## src/hw/bob_pkg.sv

```systemverilog
`default_nettype none

package bob_pkg;

  localparam int bob_depth_default = 16;
  localparam int bob_tag_w = $clog2(bob_depth_default);

  typedef logic [31:0] bob_target_t;

  typedef logic thread_t;

  // written at dispatch
  typedef struct packed {
    bob_target_t target;
    logic        taken;
  } pred_rec_t;

  // written by the resolver once the branch executes
  typedef struct packed {
    bob_target_t target;
    logic        taken;
    logic        mispredict;
  } outcome_rec_t;

endpackage

`default_nettype wire

```

## src/hw/bob_ram.sv

```systemverilog
`timescale 1ns/1ps
`default_nettype none

module bob_ram import bob_pkg::*; #(
  parameter int DEPTH = bob_depth_default,
  parameter type payload_t = pred_rec_t,
  localparam int TW = $clog2(DEPTH)
) (
  input  logic          clk,

  input  logic          read_en,
  input  logic [TW-1:0] read_addr,
  output payload_t      read_data,

  input  logic          write_en,
  input  logic [TW-1:0] write_addr,
  input  payload_t      write_data
);

  payload_t      mem [DEPTH];
  logic [TW-1:0] read_addr_q;

  assign read_data = mem[read_addr_q]; // async read off the held address

  always_ff @(posedge clk) begin
    if (write_en) begin
      mem[write_addr] <= write_data;
    end
    if (read_en) begin
      read_addr_q <= read_addr;
    end
  end

endmodule

`default_nettype wire

```

## src/hw/bob_read_arb.sv

```systemverilog
`timescale 1ns/1ps
`default_nettype none

module bob_read_arb import bob_pkg::*; #(
  parameter int DEPTH = bob_depth_default,
  localparam int TW = $clog2(DEPTH)
) (
  input  logic          clk,
  input  logic          rst,

  input  logic          req_resolve,
  input  logic          req_retire,
  input  logic [TW-1:0] addr_resolve,
  input  logic [TW-1:0] addr_retire,

  output logic          gnt_resolve,
  output logic          gnt_retire,

  output logic          read_en,
  output logic [TW-1:0] read_addr
);

  logic last_retire; // retirer won the last contested or uncontested grant

  assign gnt_resolve = req_resolve & (~req_retire | last_retire);
  assign gnt_retire  = req_retire & (~req_resolve | ~last_retire);

  assign read_en   = gnt_resolve | gnt_retire;
  assign read_addr = gnt_retire ? addr_retire : addr_resolve;

  always_ff @(posedge clk) begin
    if (rst) begin
      last_retire <= 1'b0;
    end else if (read_en) begin
      last_retire <= gnt_retire;
    end
  end

endmodule

`default_nettype wire

```

## src/hw/bob_resolver.sv

```systemverilog
`timescale 1ns/1ps
`default_nettype none

module bob_resolver import bob_pkg::*; #(
  parameter int DEPTH = bob_depth_default,
  localparam int TW = $clog2(DEPTH)
) (
  input  logic          clk,
  input  logic          rst,

  input  logic          resolve_en,
  input  logic [TW-1:0] resolve_tag,
  input  thread_t       resolve_thread,
  input  logic          resolve_taken,
  input  bob_target_t   resolve_target,
  output logic          resolve_busy,

  output logic          req,
  input  logic          gnt,
  output logic [TW-1:0] read_tag,
  input  pred_rec_t     pred,

  output logic          out_we,
  output logic [TW-1:0] out_tag,
  output outcome_rec_t  out_rec,

  output logic          mark_resolved,
  output logic          mispredict,
  output logic [TW-1:0] mispredict_tag,

  input  logic          flush_en,
  input  thread_t       flush_thread
);

  logic          req_q;    // waiting for the read port
  logic          cmp_q;    // predicted record is on pred this cycle
  logic          killed_q; // thread flushed while pending
  logic [TW-1:0] tag_q;
  thread_t       thread_q;
  logic          taken_q;
  bob_target_t   target_q;
  logic          accept;
  logic          flush_hit;
  logic          mis;

  assign resolve_busy = req_q;
  assign accept       = resolve_en & ~req_q;
  assign flush_hit    = flush_en & (flush_thread == thread_q);

  assign req      = req_q;
  assign read_tag = tag_q;

  // target only matters when the branch was taken
  assign mis = (taken_q != pred.taken) | (taken_q & (target_q != pred.target));

  always_comb begin
    out_rec.target     = target_q;
    out_rec.taken      = taken_q;
    out_rec.mispredict = mis;
  end

  assign out_we  = cmp_q;
  assign out_tag = tag_q;

  assign mark_resolved  = cmp_q & ~killed_q & ~flush_hit;
  assign mispredict     = mark_resolved & mis;
  assign mispredict_tag = tag_q;

  always_ff @(posedge clk) begin
    if (rst) begin
      req_q    <= 1'b0;
      cmp_q    <= 1'b0;
      killed_q <= 1'b0;
    end else begin
      cmp_q <= req_q & gnt;
      if (accept) begin
        req_q    <= 1'b1;
        killed_q <= flush_en & (flush_thread == resolve_thread);
      end else begin
        if (gnt) begin
          req_q <= 1'b0;
        end
        if (flush_hit) begin
          killed_q <= 1'b1;
        end
      end
    end
  end

  always_ff @(posedge clk) begin
    if (accept) begin
      tag_q    <= resolve_tag;
      thread_q <= resolve_thread;
      taken_q  <= resolve_taken;
      target_q <= resolve_target;
    end
  end

endmodule

`default_nettype wire

```

## src/hw/bob_retirer.sv

```systemverilog
`timescale 1ns/1ps
`default_nettype none

module bob_retirer import bob_pkg::*; #(
  parameter int DEPTH = bob_depth_default,
  localparam int TW = $clog2(DEPTH)
) (
  input  logic          clk,
  input  logic          rst,

  input  logic          retire_en,
  input  logic          head_ready,
  input  logic [TW-1:0] head_tag,
  input  thread_t       head_thread,

  output logic          req,
  output logic          retire_take,
  input  logic          gnt,

  input  pred_rec_t     pred,
  input  outcome_rec_t  outcome,

  output logic          retire_valid,
  output logic [TW-1:0] retire_tag,
  output thread_t       retire_thread,
  output pred_rec_t     retire_pred,
  output outcome_rec_t  retire_outcome,

  input  logic          flush_en,
  input  thread_t       flush_thread
);

  logic          pend_q; // both memories hold the taken entry's address
  logic [TW-1:0] tag_q;
  thread_t       thread_q;
  logic          take_flushed;
  logic          pend_flushed;

  assign req         = retire_en & head_ready;
  assign retire_take = gnt;

  assign take_flushed = flush_en & (flush_thread == head_thread);
  assign pend_flushed = flush_en & (flush_thread == thread_q);

  assign retire_valid   = pend_q & ~pend_flushed;
  assign retire_tag     = tag_q;
  assign retire_thread  = thread_q;
  assign retire_pred    = pred;
  assign retire_outcome = outcome;

  always_ff @(posedge clk) begin
    if (rst) begin
      pend_q <= 1'b0;
    end else begin
      pend_q <= gnt & ~take_flushed; // flushed on the grant edge too
    end
  end

  always_ff @(posedge clk) begin
    if (gnt) begin
      tag_q    <= head_tag;
      thread_q <= head_thread;
    end
  end

endmodule

`default_nettype wire

```

## src/hw/bob_top.sv

```systemverilog
`timescale 1ns/1ps
`default_nettype none

module bob_top import bob_pkg::*; #(
  parameter int BOB_DEPTH = bob_depth_default,
  localparam int TW = $clog2(BOB_DEPTH)
) (
  input  logic          clk,
  input  logic          rst,

  input  logic          alloc_en,
  input  thread_t       alloc_thread,
  input  pred_rec_t     alloc_pred,
  output logic          full,
  output logic [TW-1:0] alloc_tag,

  input  logic          resolve_en,
  input  logic [TW-1:0] resolve_tag,
  input  logic          resolve_taken,
  input  bob_target_t   resolve_target,
  output logic          resolve_busy,
  output logic          mispredict,
  output logic [TW-1:0] mispredict_tag,

  input  logic          flush_en,
  input  thread_t       flush_thread,

  input  logic          retire_en,
  output logic          retire_valid,
  output logic [TW-1:0] retire_tag,
  output thread_t       retire_thread,
  output pred_rec_t     retire_pred,
  output outcome_rec_t  retire_outcome
);

  logic          alloc_ok;
  logic          mark_resolved;
  logic [TW-1:0] mark_tag;
  logic          retire_take;
  logic          head_ready;
  logic [TW-1:0] head_tag;
  thread_t       head_thread;
  thread_t       resolve_thread;

  logic          req_resolve;
  logic          req_retire;
  logic          gnt_resolve;
  logic          gnt_retire;
  logic          read_en;
  logic [TW-1:0] read_addr;
  logic [TW-1:0] read_tag;
  pred_rec_t     pred_data;
  outcome_rec_t  outcome_data;
  logic          out_we;
  outcome_rec_t  out_rec;

  bob_tracker #(.DEPTH(BOB_DEPTH)) tracker (
    .clk           (clk),
    .rst           (rst),
    .alloc_en      (alloc_en),
    .alloc_thread  (alloc_thread),
    .alloc_tag     (alloc_tag),
    .alloc_ok      (alloc_ok),
    .full          (full),
    .mark_resolved (mark_resolved),
    .mark_tag      (mark_tag),
    .retire_take   (retire_take),
    .head_ready    (head_ready),
    .head_tag      (head_tag),
    .head_thread   (head_thread),
    .lookup_tag    (resolve_tag),
    .thread_of_tag (resolve_thread),
    .flush_en      (flush_en),
    .flush_thread  (flush_thread)
  );

  bob_read_arb #(.DEPTH(BOB_DEPTH)) read_arb (
    .clk          (clk),
    .rst          (rst),
    .req_resolve  (req_resolve),
    .req_retire   (req_retire),
    .addr_resolve (read_tag),
    .addr_retire  (head_tag),
    .gnt_resolve  (gnt_resolve),
    .gnt_retire   (gnt_retire),
    .read_en      (read_en),
    .read_addr    (read_addr)
  );

  bob_resolver #(.DEPTH(BOB_DEPTH)) resolver (
    .clk            (clk),
    .rst            (rst),
    .resolve_en     (resolve_en),
    .resolve_tag    (resolve_tag),
    .resolve_thread (resolve_thread),
    .resolve_taken  (resolve_taken),
    .resolve_target (resolve_target),
    .resolve_busy   (resolve_busy),
    .req            (req_resolve),
    .gnt            (gnt_resolve),
    .read_tag       (read_tag),
    .pred           (pred_data),
    .out_we         (out_we),
    .out_tag        (mark_tag),
    .out_rec        (out_rec),
    .mark_resolved  (mark_resolved),
    .mispredict     (mispredict),
    .mispredict_tag (mispredict_tag),
    .flush_en       (flush_en),
    .flush_thread   (flush_thread)
  );

  bob_retirer #(.DEPTH(BOB_DEPTH)) retirer (
    .clk            (clk),
    .rst            (rst),
    .retire_en      (retire_en),
    .head_ready     (head_ready),
    .head_tag       (head_tag),
    .head_thread    (head_thread),
    .req            (req_retire),
    .retire_take    (retire_take),
    .gnt            (gnt_retire),
    .pred           (pred_data),
    .outcome        (outcome_data),
    .retire_valid   (retire_valid),
    .retire_tag     (retire_tag),
    .retire_thread  (retire_thread),
    .retire_pred    (retire_pred),
    .retire_outcome (retire_outcome),
    .flush_en       (flush_en),
    .flush_thread   (flush_thread)
  );

  // read port shared by resolver and retirer
  bob_ram #(.DEPTH(BOB_DEPTH), .payload_t(pred_rec_t)) pred_ram (
    .clk        (clk),
    .read_en    (read_en),
    .read_addr  (read_addr),
    .read_data  (pred_data),
    .write_en   (alloc_ok),
    .write_addr (alloc_tag),
    .write_data (alloc_pred)
  );

  // read only by the retirer, loaded on its grant
  bob_ram #(.DEPTH(BOB_DEPTH), .payload_t(outcome_rec_t)) outcome_ram (
    .clk        (clk),
    .read_en    (retire_take),
    .read_addr  (head_tag),
    .read_data  (outcome_data),
    .write_en   (out_we),
    .write_addr (mark_tag),
    .write_data (out_rec)
  );

endmodule

`default_nettype wire

```

## src/hw/bob_tracker.sv

```systemverilog
`timescale 1ns/1ps
`default_nettype none

module bob_tracker import bob_pkg::*; #(
  parameter int DEPTH = bob_depth_default,
  localparam int TW = $clog2(DEPTH),
  localparam int CW = $clog2(DEPTH + 1)
) (
  input  logic          clk,
  input  logic          rst,

  input  logic          alloc_en,
  input  thread_t       alloc_thread,
  output logic [TW-1:0] alloc_tag,
  output logic          alloc_ok,
  output logic          full,

  input  logic          mark_resolved,
  input  logic [TW-1:0] mark_tag,

  input  logic          retire_take,
  output logic          head_ready,
  output logic [TW-1:0] head_tag,
  output thread_t       head_thread,

  input  logic [TW-1:0] lookup_tag,
  output thread_t       thread_of_tag,

  input  logic          flush_en,
  input  thread_t       flush_thread
);

  logic [DEPTH-1:0] live;
  logic [DEPTH-1:0] resolved;
  thread_t          entry_thread [DEPTH];

  logic [TW-1:0] head;
  logic [TW-1:0] tail;
  logic [CW-1:0] count; // dead entries still count until skipped
  logic          in_flight;
  logic          head_skip;
  logic          head_move;

  function automatic logic [TW-1:0] next_ptr(input logic [TW-1:0] p);
    if (p == TW'(DEPTH - 1)) begin
      return '0;
    end
    return p + 1'b1;
  endfunction

  assign full      = (count == CW'(DEPTH));
  assign alloc_ok  = alloc_en & ~full;
  assign alloc_tag = tail;

  assign head_tag    = head;
  assign head_thread = entry_thread[head];
  assign head_ready  = live[head] & resolved[head] & ~in_flight;

  assign head_skip = (count != '0) & ~live[head]; // flushed entry at head
  assign head_move = retire_take | head_skip;

  assign thread_of_tag = entry_thread[lookup_tag];

  always_ff @(posedge clk) begin
    if (rst) begin
      live      <= '0;
      head      <= '0;
      tail      <= '0;
      count     <= '0;
      in_flight <= 1'b0;
    end else begin
      in_flight <= retire_take;
      if (flush_en) begin
        for (int i = 0; i < DEPTH; i++) begin
          if (entry_thread[i] == flush_thread) begin
            live[i] <= 1'b0;
          end
        end
      end
      if (retire_take) begin
        live[head] <= 1'b0;
      end
      if (alloc_ok) begin
        live[tail] <= 1'b1; // new entry survives a same-cycle flush
        tail       <= next_ptr(tail);
      end
      if (head_move) begin
        head <= next_ptr(head);
      end
      count <= count + CW'(alloc_ok) - CW'(head_move);
    end
  end

  always_ff @(posedge clk) begin
    if (alloc_ok) begin
      entry_thread[tail] <= alloc_thread;
      resolved[tail]     <= 1'b0;
    end
    if (mark_resolved) begin
      resolved[mark_tag] <= 1'b1;
    end
  end

endmodule

`default_nettype wire

```

## config.mk

```make
export PLATFORM = sky130hd
export DESIGN_NAME = bob_top
export DESIGN_NICKNAME = d
export VERILOG_FILES = /design/src/hw/bob_pkg.sv /design/src/hw/bob_ram.sv /design/src/hw/bob_read_arb.sv /design/src/hw/bob_resolver.sv /design/src/hw/bob_retirer.sv /design/src/hw/bob_top.sv /design/src/hw/bob_tracker.sv
export SDC_FILE = /design/constraint.sdc
export NUM_CORES = 1
export LEC_CHECK = 0
export ABC_AREA = 0
export ABC_CLOCK_PERIOD_IN_PS = 7000
export BUFFER_PORTS_ARGS = -buffer_cell sky130_fd_sc_hd__buf_4
export CORE_MARGIN = 2
export CORE_UTILIZATION = 40
export DETAILED_ROUTE_END_ITERATION = 7
export GPL_TIMING_DRIVEN = 0
export PLACE_DENSITY = 0.59
export SLEW_MARGIN = 20
export SYNTH_ARGS = -nofsm -noshare
export SYNTH_HDL_FRONTEND = slang
export SYNTH_SLANG_ARGS = --single-unit
```

## constraint.sdc

```tcl
create_clock -name clk -period 7 [get_ports clk]
set_input_delay 1.4 -clock clk [delete_from_list [all_inputs] [get_ports clk]]
set_output_delay 1.4 -clock clk [all_outputs]
set_load 0.1 [all_outputs]
```

* Word-level counts from Yosys, hierarchy flattened *
Memory sizes are Yosys's and may differ from the RTL's. A register that Yosys moved wholly into a read port is not among the register bits.
Index checks and enable logic that the tools add are counted.

storage, ports and cells
  register bits after elaboration = 98
  bits in latches = 0
  bits in writable memories = 1088
  memory bits (read-only) = 0
  output and inout port bits = 84
  word-level logic and storage cells = 158
  memories = 3

cells by class
  $add $sub $neg = 4
  multipliers = 0
  divide/modulo/power cells = 0
  order comparisons = 6
  equality and inequality tests = 25
  shift operators = 0
  muxes and demuxes = 56
  bitwise gates (word level) = 40
  reduce and logical (&&, ||, !) cells = 6

memory list
  name                  depth  bits a word  read ports  clocked after Yosys merged registers in  wr ports  RTL line           source
  outcome_ram.mem       16     34           1           1                                        1         bob_ram.sv:20      payload_t mem [DEPTH];
  pred_ram.mem          16     33           1           1                                        1         bob_ram.sv:20
  tracker.entry_thread  16     1            18          1                                        1         bob_tracker.sv:35  thread_t entry_thread [DEPTH];

operator list
  operator               number
  $mux W16               7
  $mux W4                9
  $mux W1                35
  $and A16 B16 Y16       2
  $ne A32 B32 Y1         1
  $not A16 Y16           2
  $or A16 B16 Y16        2
  $eq A1 B1 Y1           20
  $and A1 B1 Y1          19
  $lt A4 B5 Y1 const B   3
  $demux W1 S4           3
  $ge A4 B1 Y1 const B   3
  $not A1 Y1             10
  $add A4 B1 Y4 const B  2
  $bmux W1 S4            2
  $eq A4 B4 Y1 const B   2
  $add A5 B1 Y5          1
  $eq A5 B5 Y1 const B   1
  $or A1 B1 Y1           5
  $reduce_bool A5 Y1     1
  $sub A5 B1 Y5          1
  $reduce_bool A2 Y1     2
  $logic_and A1 B1 Y1    3
  $ne A1 B1 Y1           1

* Logic depth before layout (Yosys ltp) *
  depth in word-level cells = 12
  mapped depth = 16

* By module *
From an unflattened synthesis, not the netlist that was laid out.

unflattened totals
  cell total of the unflattened synthesis = 2251
  area, all modules = 46873.7 um^2

by module, submodules not included
  module                 times used  cells an instance  area each (um^2)  sequential area each (um^2)
  bob_ram (outcome_ram)  1           866                20641.0           16535.9
  bob_ram (pred_ram)     1           843                20214.4           16055.4
  bob_tracker            1           339                3443.3            1481.4
  bob_resolver           1           112                1736.7            1201.2
  bob_retirer            1           80                 723.2             170.2
  bob_read_arb           1           11                 115.1             20.0

* Worst setup path after synthesis *
Ideal clock, no wire load.

  kind = reg2out
  start point = register (tool-made name)
  end point = output mispredict
  arrival = 5.254 ns
  data required time = 5.600 ns
  path slack = 0.346 ns
  cell stages (with the launch flop) = 12
  cell sequence = dfxtp_1 buf_4 buf_4 buf_2 buf_2 nor3_1 a211oi_1 xnor2_1 nand4_1 nor4_1 a31oi_1 and2_1

RTL lines
  item              RTL line       source
  end: declaration  bob_top.sv:22  output logic mispredict,

==> impl_metrics.env <==
export IMPL_final_net_count=2553
export IMPL_synth_cell_area_mm2=0.04652
export IMPL_io_pins=162
export IMPL_final_util=0.4706
export IMPL_asyncSetResetFlopFracSynth=0
export IMPL_drt_iter0_drc=2575
export IMPL_dieHeight_um=345.0
export IMPL_timing_critical_path_to_type="output port"
export IMPL_worst_endpoint_required_ns=5.60
export IMPL_routed_vias_inst=5.644
export IMPL_max_freq_mhz=150.0
export IMPL_remaining_drc_errors=0
export IMPL_grt_overflow_total=0
export IMPL_criticalPathCategory="register to output port"
export IMPL_edff_count_synth=1135
export IMPL_cts_hold_buf=0
export IMPL_grt_first_pass_wirelength_um=172000
export IMPL_avgRoutedWirePerCell_um=29.68
export IMPL_place_port_buffers=160
export IMPL_yosysTopAreaCellShare=0.7327
export IMPL_drive_gt1_frac=0.3077
export IMPL_yosys_warnings=0
export IMPL_crit_path_top_delay_cell="sky130_fd_sc_hd__mux2i_1"
export IMPL_number_of_sinks_on_the_clock_net=1198
export IMPL_maximum_level_of_the_cts_h_tree=3
export IMPL_initial_antenna_violation_count=9
export IMPL_setup_worst_path_start_class="register"
export IMPL_clk_pin_slew_ns=0.06
export IMPL_power_density_cell_area_mw_per_mm2=296.5
export IMPL_period_minus_slack_ns=6.667
export IMPL_design_core_area_mm2=0.1157
export IMPL_filler_cell_count_in_the_final_layout=9500
export IMPL_highest_fanout_seen_on_the_critical_path=17
export IMPL_num_rows=125
export IMPL_vdd_ir_drop_worst_v=0.0002834
export IMPL_cts_tree="done"
export IMPL_yosys_area_top_type="sky130_fd_sc_hd__edfxtp_1"
export IMPL_placed_cells=3862
export IMPL_synth_sequential_area_ratio=0.7598
export IMPL_postSynth_topFlopCell="sky130_fd_sc_hd__edfxtp_1"
export IMPL_min_path_type="register to register"
export IMPL_drt_pass1_iterations=6
export IMPL_final_cell_count_no_fill=4083
export IMPL_clock_path_buffers=3
export IMPL_worstPathArrival_ns=5.27
export IMPL_syn_num_nets=2230
export IMPL_setup_repair_after_global_routing_missed_its_margin="false"
export IMPL_finalWirelength_um=121200
export IMPL_setup_slack_ns=0.3334
export IMPL_critical_path_max_stage_delay_ns=0.73
export IMPL_post_dp_hpwl_um=80190
export IMPL_finalClockSkew_ns=0.03003
export IMPL_grt_start_max_net_pins=35
export IMPL_initial_core_util=0.4019
export IMPL_place_congestion=0.8581
export IMPL_floorplan_die_width_um=345.0
export IMPL_final_slew_violations=0
export IMPL_maxCapViolCount=0
export IMPL_dieArea_mm2=0.1190
export IMPL_clock_tree_root_cell="sky130_fd_sc_hd__clkbuf_16"
export IMPL_synth_unique_cells=73
export IMPL_postCtsSetupRepairBufs=0
export IMPL_tritoncts_num_buffers=120
export IMPL_outcome="complete, no violations"
export IMPL_synth_top_cells_by_area="sky130_fd_sc_hd__edfxtp_1 (73%), sky130_fd_sc_hd__mux4_2 (15%), sky130_fd_sc_hd__dfxtp_1 (2.7%)"
export IMPL_finalCritPeriodShare=0.9524
export IMPL_crit_chain="buf_4 > buf_4 > buf_2 > buf_2 > buf_2 > mux2i_1 > xnor2_1 > nand4_1 > nor4_1 > a31oi_4 > and2_1 > buf_4"
export IMPL_first_global_vias=23449
export IMPL_grt_util_all_layers=0.2021
export IMPL_skew_pair_late_insertion_delay_ns=0.71
export IMPL_worst_tran_pin_value_ns=1.070
export IMPL_routed_via_count=23046
export IMPL_slew_headroom=0.2870
export IMPL_synth_avg_cell_area_um2=21.77
export IMPL_total_leakage_power_nw=17.49
export IMPL_syn_instance_count=2137
export IMPL_areaGrowthSynthToFinish_pct=17.09
export IMPL_postSynthRegisterBits=1198
export IMPL_ant_nets=0
export IMPL_setup_violations_final=0
export IMPL_hold_violations=0
export IMPL_preCtsSetupSlack_ns=0.5339
-- placed cells by master, fill, tap and decap left out, types with 5 or more instances in the layout --
master                      instances
sky130_fd_sc_hd__xor2_1            16
sky130_fd_sc_hd__and2_1             5
sky130_fd_sc_hd__clkinv_1          34
sky130_fd_sc_hd__nand2b_1          12
sky130_fd_sc_hd__nor2_4            17
sky130_fd_sc_hd__mux2i_1           57
sky130_fd_sc_hd__nand4_1            7
sky130_fd_sc_hd__clkbuf_2           6
sky130_fd_sc_hd__mux2_2            23
sky130_fd_sc_hd__buf_16            26
sky130_fd_sc_hd__clkbuf_16        120
sky130_fd_sc_hd__inv_4             15
sky130_fd_sc_hd__edfxtp_1        1135
sky130_fd_sc_hd__dfxtp_1           63
sky130_fd_sc_hd__a22oi_1            5
sky130_fd_sc_hd__xnor2_1           41
sky130_fd_sc_hd__inv_1             23
sky130_fd_sc_hd__a22o_1            11
sky130_fd_sc_hd__clkinv_2          22
sky130_fd_sc_hd__a21oi_1           25
sky130_fd_sc_hd__o21ai_0           14
sky130_fd_sc_hd__mux4_2           309
sky130_fd_sc_hd__buf_4            166
sky130_fd_sc_hd__buf_1             14
sky130_fd_sc_hd__ha_1              14
sky130_fd_sc_hd__nor2_1            34
sky130_fd_sc_hd__o211ai_1          13
sky130_fd_sc_hd__nand3_1           21
sky130_fd_sc_hd__buf_12            15
sky130_fd_sc_hd__o22ai_1            5
sky130_fd_sc_hd__buf_6             12
sky130_fd_sc_hd__buf_2             22
sky130_fd_sc_hd__o311ai_0           6
sky130_fd_sc_hd__clkbuf_1          69
sky130_fd_sc_hd__nand2_1           66
sky130_fd_sc_hd__nor2b_1           16
-- layout make-up --
cell class / count / area, µm² / area share
diodes: 1 / 2.502 / 0.00004594
inverters: 40 / 191.4 / 0.003515
multi-input cells: 795 / 10630 / 0.1952
well taps: 1524 / 1907 / 0.03501
plain buffers: 104 / 568.0 / 0.01043
flip-flops and latches: 1198 / 35340 / 0.6489
clock buffers: 148 / 3108 / 0.05706
clock inverters: 72 / 498.0 / 0.009143
repair buffers: 201 / 2217 / 0.04071
-- where the power goes --
part	switching, mW	internal [mW]
combinational	1.33	0.674
sequential	0.156	8.04
clock	2.66	3.29
total	4.15	12.0
-- state kept, by name, indices dropped and copies added, names as in the netlist, 5 cells and up, named ones only --
signal                count
tracker.live             16
tracker.entry_thread     16
outcome_ram.mem         544
tracker.resolved         16
resolver.target_q        32
tracker.count             5
pred_ram.mem            528
-- worst paths after layout --
check	from	endpoint	slack, ns	depth (start not counted)
worst max-delay path	register	mispredict	0.33	12
worst min-delay path	tracker.resolved[3]$_DFF_P_	tracker.resolved[3]$_DFF_P_	0.47	2
worst min register to register	tracker.resolved[3]$_DFF_P_	tracker.resolved[3]$_DFF_P_	0.47	2
worst max register to register	tracker.head_tag[0]$_SDFFE_PP0N_	tracker.count[4]$_SDFF_PP0_	2.69	16
-- layer usage --
layer | part of all wire | up-vias | GRT usage
met1 | 0.42 | 12368 | 0.2797
met5 | 0.00064 | - | 0
met2 | 0.49 | 917 | 0.3292
li1 | - | 9563 | -
met4 | 0.024 | 12 | 0.05174
met3 | 0.074 | 186 | 0.04039
-- timing repair --
| item | CTS | global route |
|---|---|---|
| endpoints found under the setup margin | 1 | 1 |
| gates resized for setup | 6 | 3 |
| pin swaps | 0 | 0 |
-- stage by stage --
| stage | TNS, ns | area, µm² | hold WS, ns | total power [mW] |
|---|---|---|---|---|
| 2_1_floorplan | 0 | 46520 | 0.4199 | 9.638 |
| 3_3_place_gp | -0.4356 | 49620 | 0.4485 | 10.30 |
| 3_5_place_dp | 0 | 50820 | 0.4530 | 10.35 |
| 4_1_cts | 0 | 54450 | 0.4665 | 16.26 |
| 5_1_grt | 0 | 54470 | 0.4813 | 16.66 |
| 6_report | 0 | 54470 | 0.4696 | 16.15 |
-- worst max-delay path: cells and delay by family (launching register included) --
kind	cells	cell delay, ns
buffers and inverters	6	1.95
AND/OR/NAND/NOR	3	0.98
multiplexers	1	0.73
AO/OA/AOI/OAI	1	0.37
flip-flops	1	0.32
XOR/XNOR	1	0.19
-- cell families (layout without fill, tap and decap cells) --
kind of cell             count (synthesis)  count (layout)  share of synthesized area
multiplexers                           395             395                     0.1698
flip-flops                            1198            1198                     0.7598
XOR/XNOR                                57              57                    0.01073
AO/OA/AOI/OAI                          125             125                    0.01966
other                                    0               1                          0
AND/OR/NAND/NOR                        203             203                    0.02068
buffers and inverters                  144             565                    0.01512
adder cells (fa/ha/maj)                 15              15                   0.004196
-- Yosys cell counts, types with 6 or more instances --
cell type,count
sky130_fd_sc_hd__edfxtp_1,1135
sky130_fd_sc_hd__ha_1,14
sky130_fd_sc_hd__buf_1,18
sky130_fd_sc_hd__clkbuf_1,44
sky130_fd_sc_hd__buf_2,22
sky130_fd_sc_hd__nand4_1,7
sky130_fd_sc_hd__o211ai_1,13
sky130_fd_sc_hd__nor2_1,51
sky130_fd_sc_hd__dfxtp_1,63
sky130_fd_sc_hd__nand2b_1,12
sky130_fd_sc_hd__mux4_2,309
sky130_fd_sc_hd__nand2_1,66
sky130_fd_sc_hd__a21oi_1,25
sky130_fd_sc_hd__xor2_1,16
sky130_fd_sc_hd__o21ai_0,14
sky130_fd_sc_hd__nand3_1,21
sky130_fd_sc_hd__xnor2_1,41
sky130_fd_sc_hd__buf_4,6
sky130_fd_sc_hd__inv_1,38
sky130_fd_sc_hd__a22o_1,11
sky130_fd_sc_hd__mux2i_1,60
sky130_fd_sc_hd__nor2b_1,17
sky130_fd_sc_hd__mux2_2,23
sky130_fd_sc_hd__o311ai_0,6
sky130_fd_sc_hd__buf_6,12
Note: power is estimated with default switching activity, not from simulation.
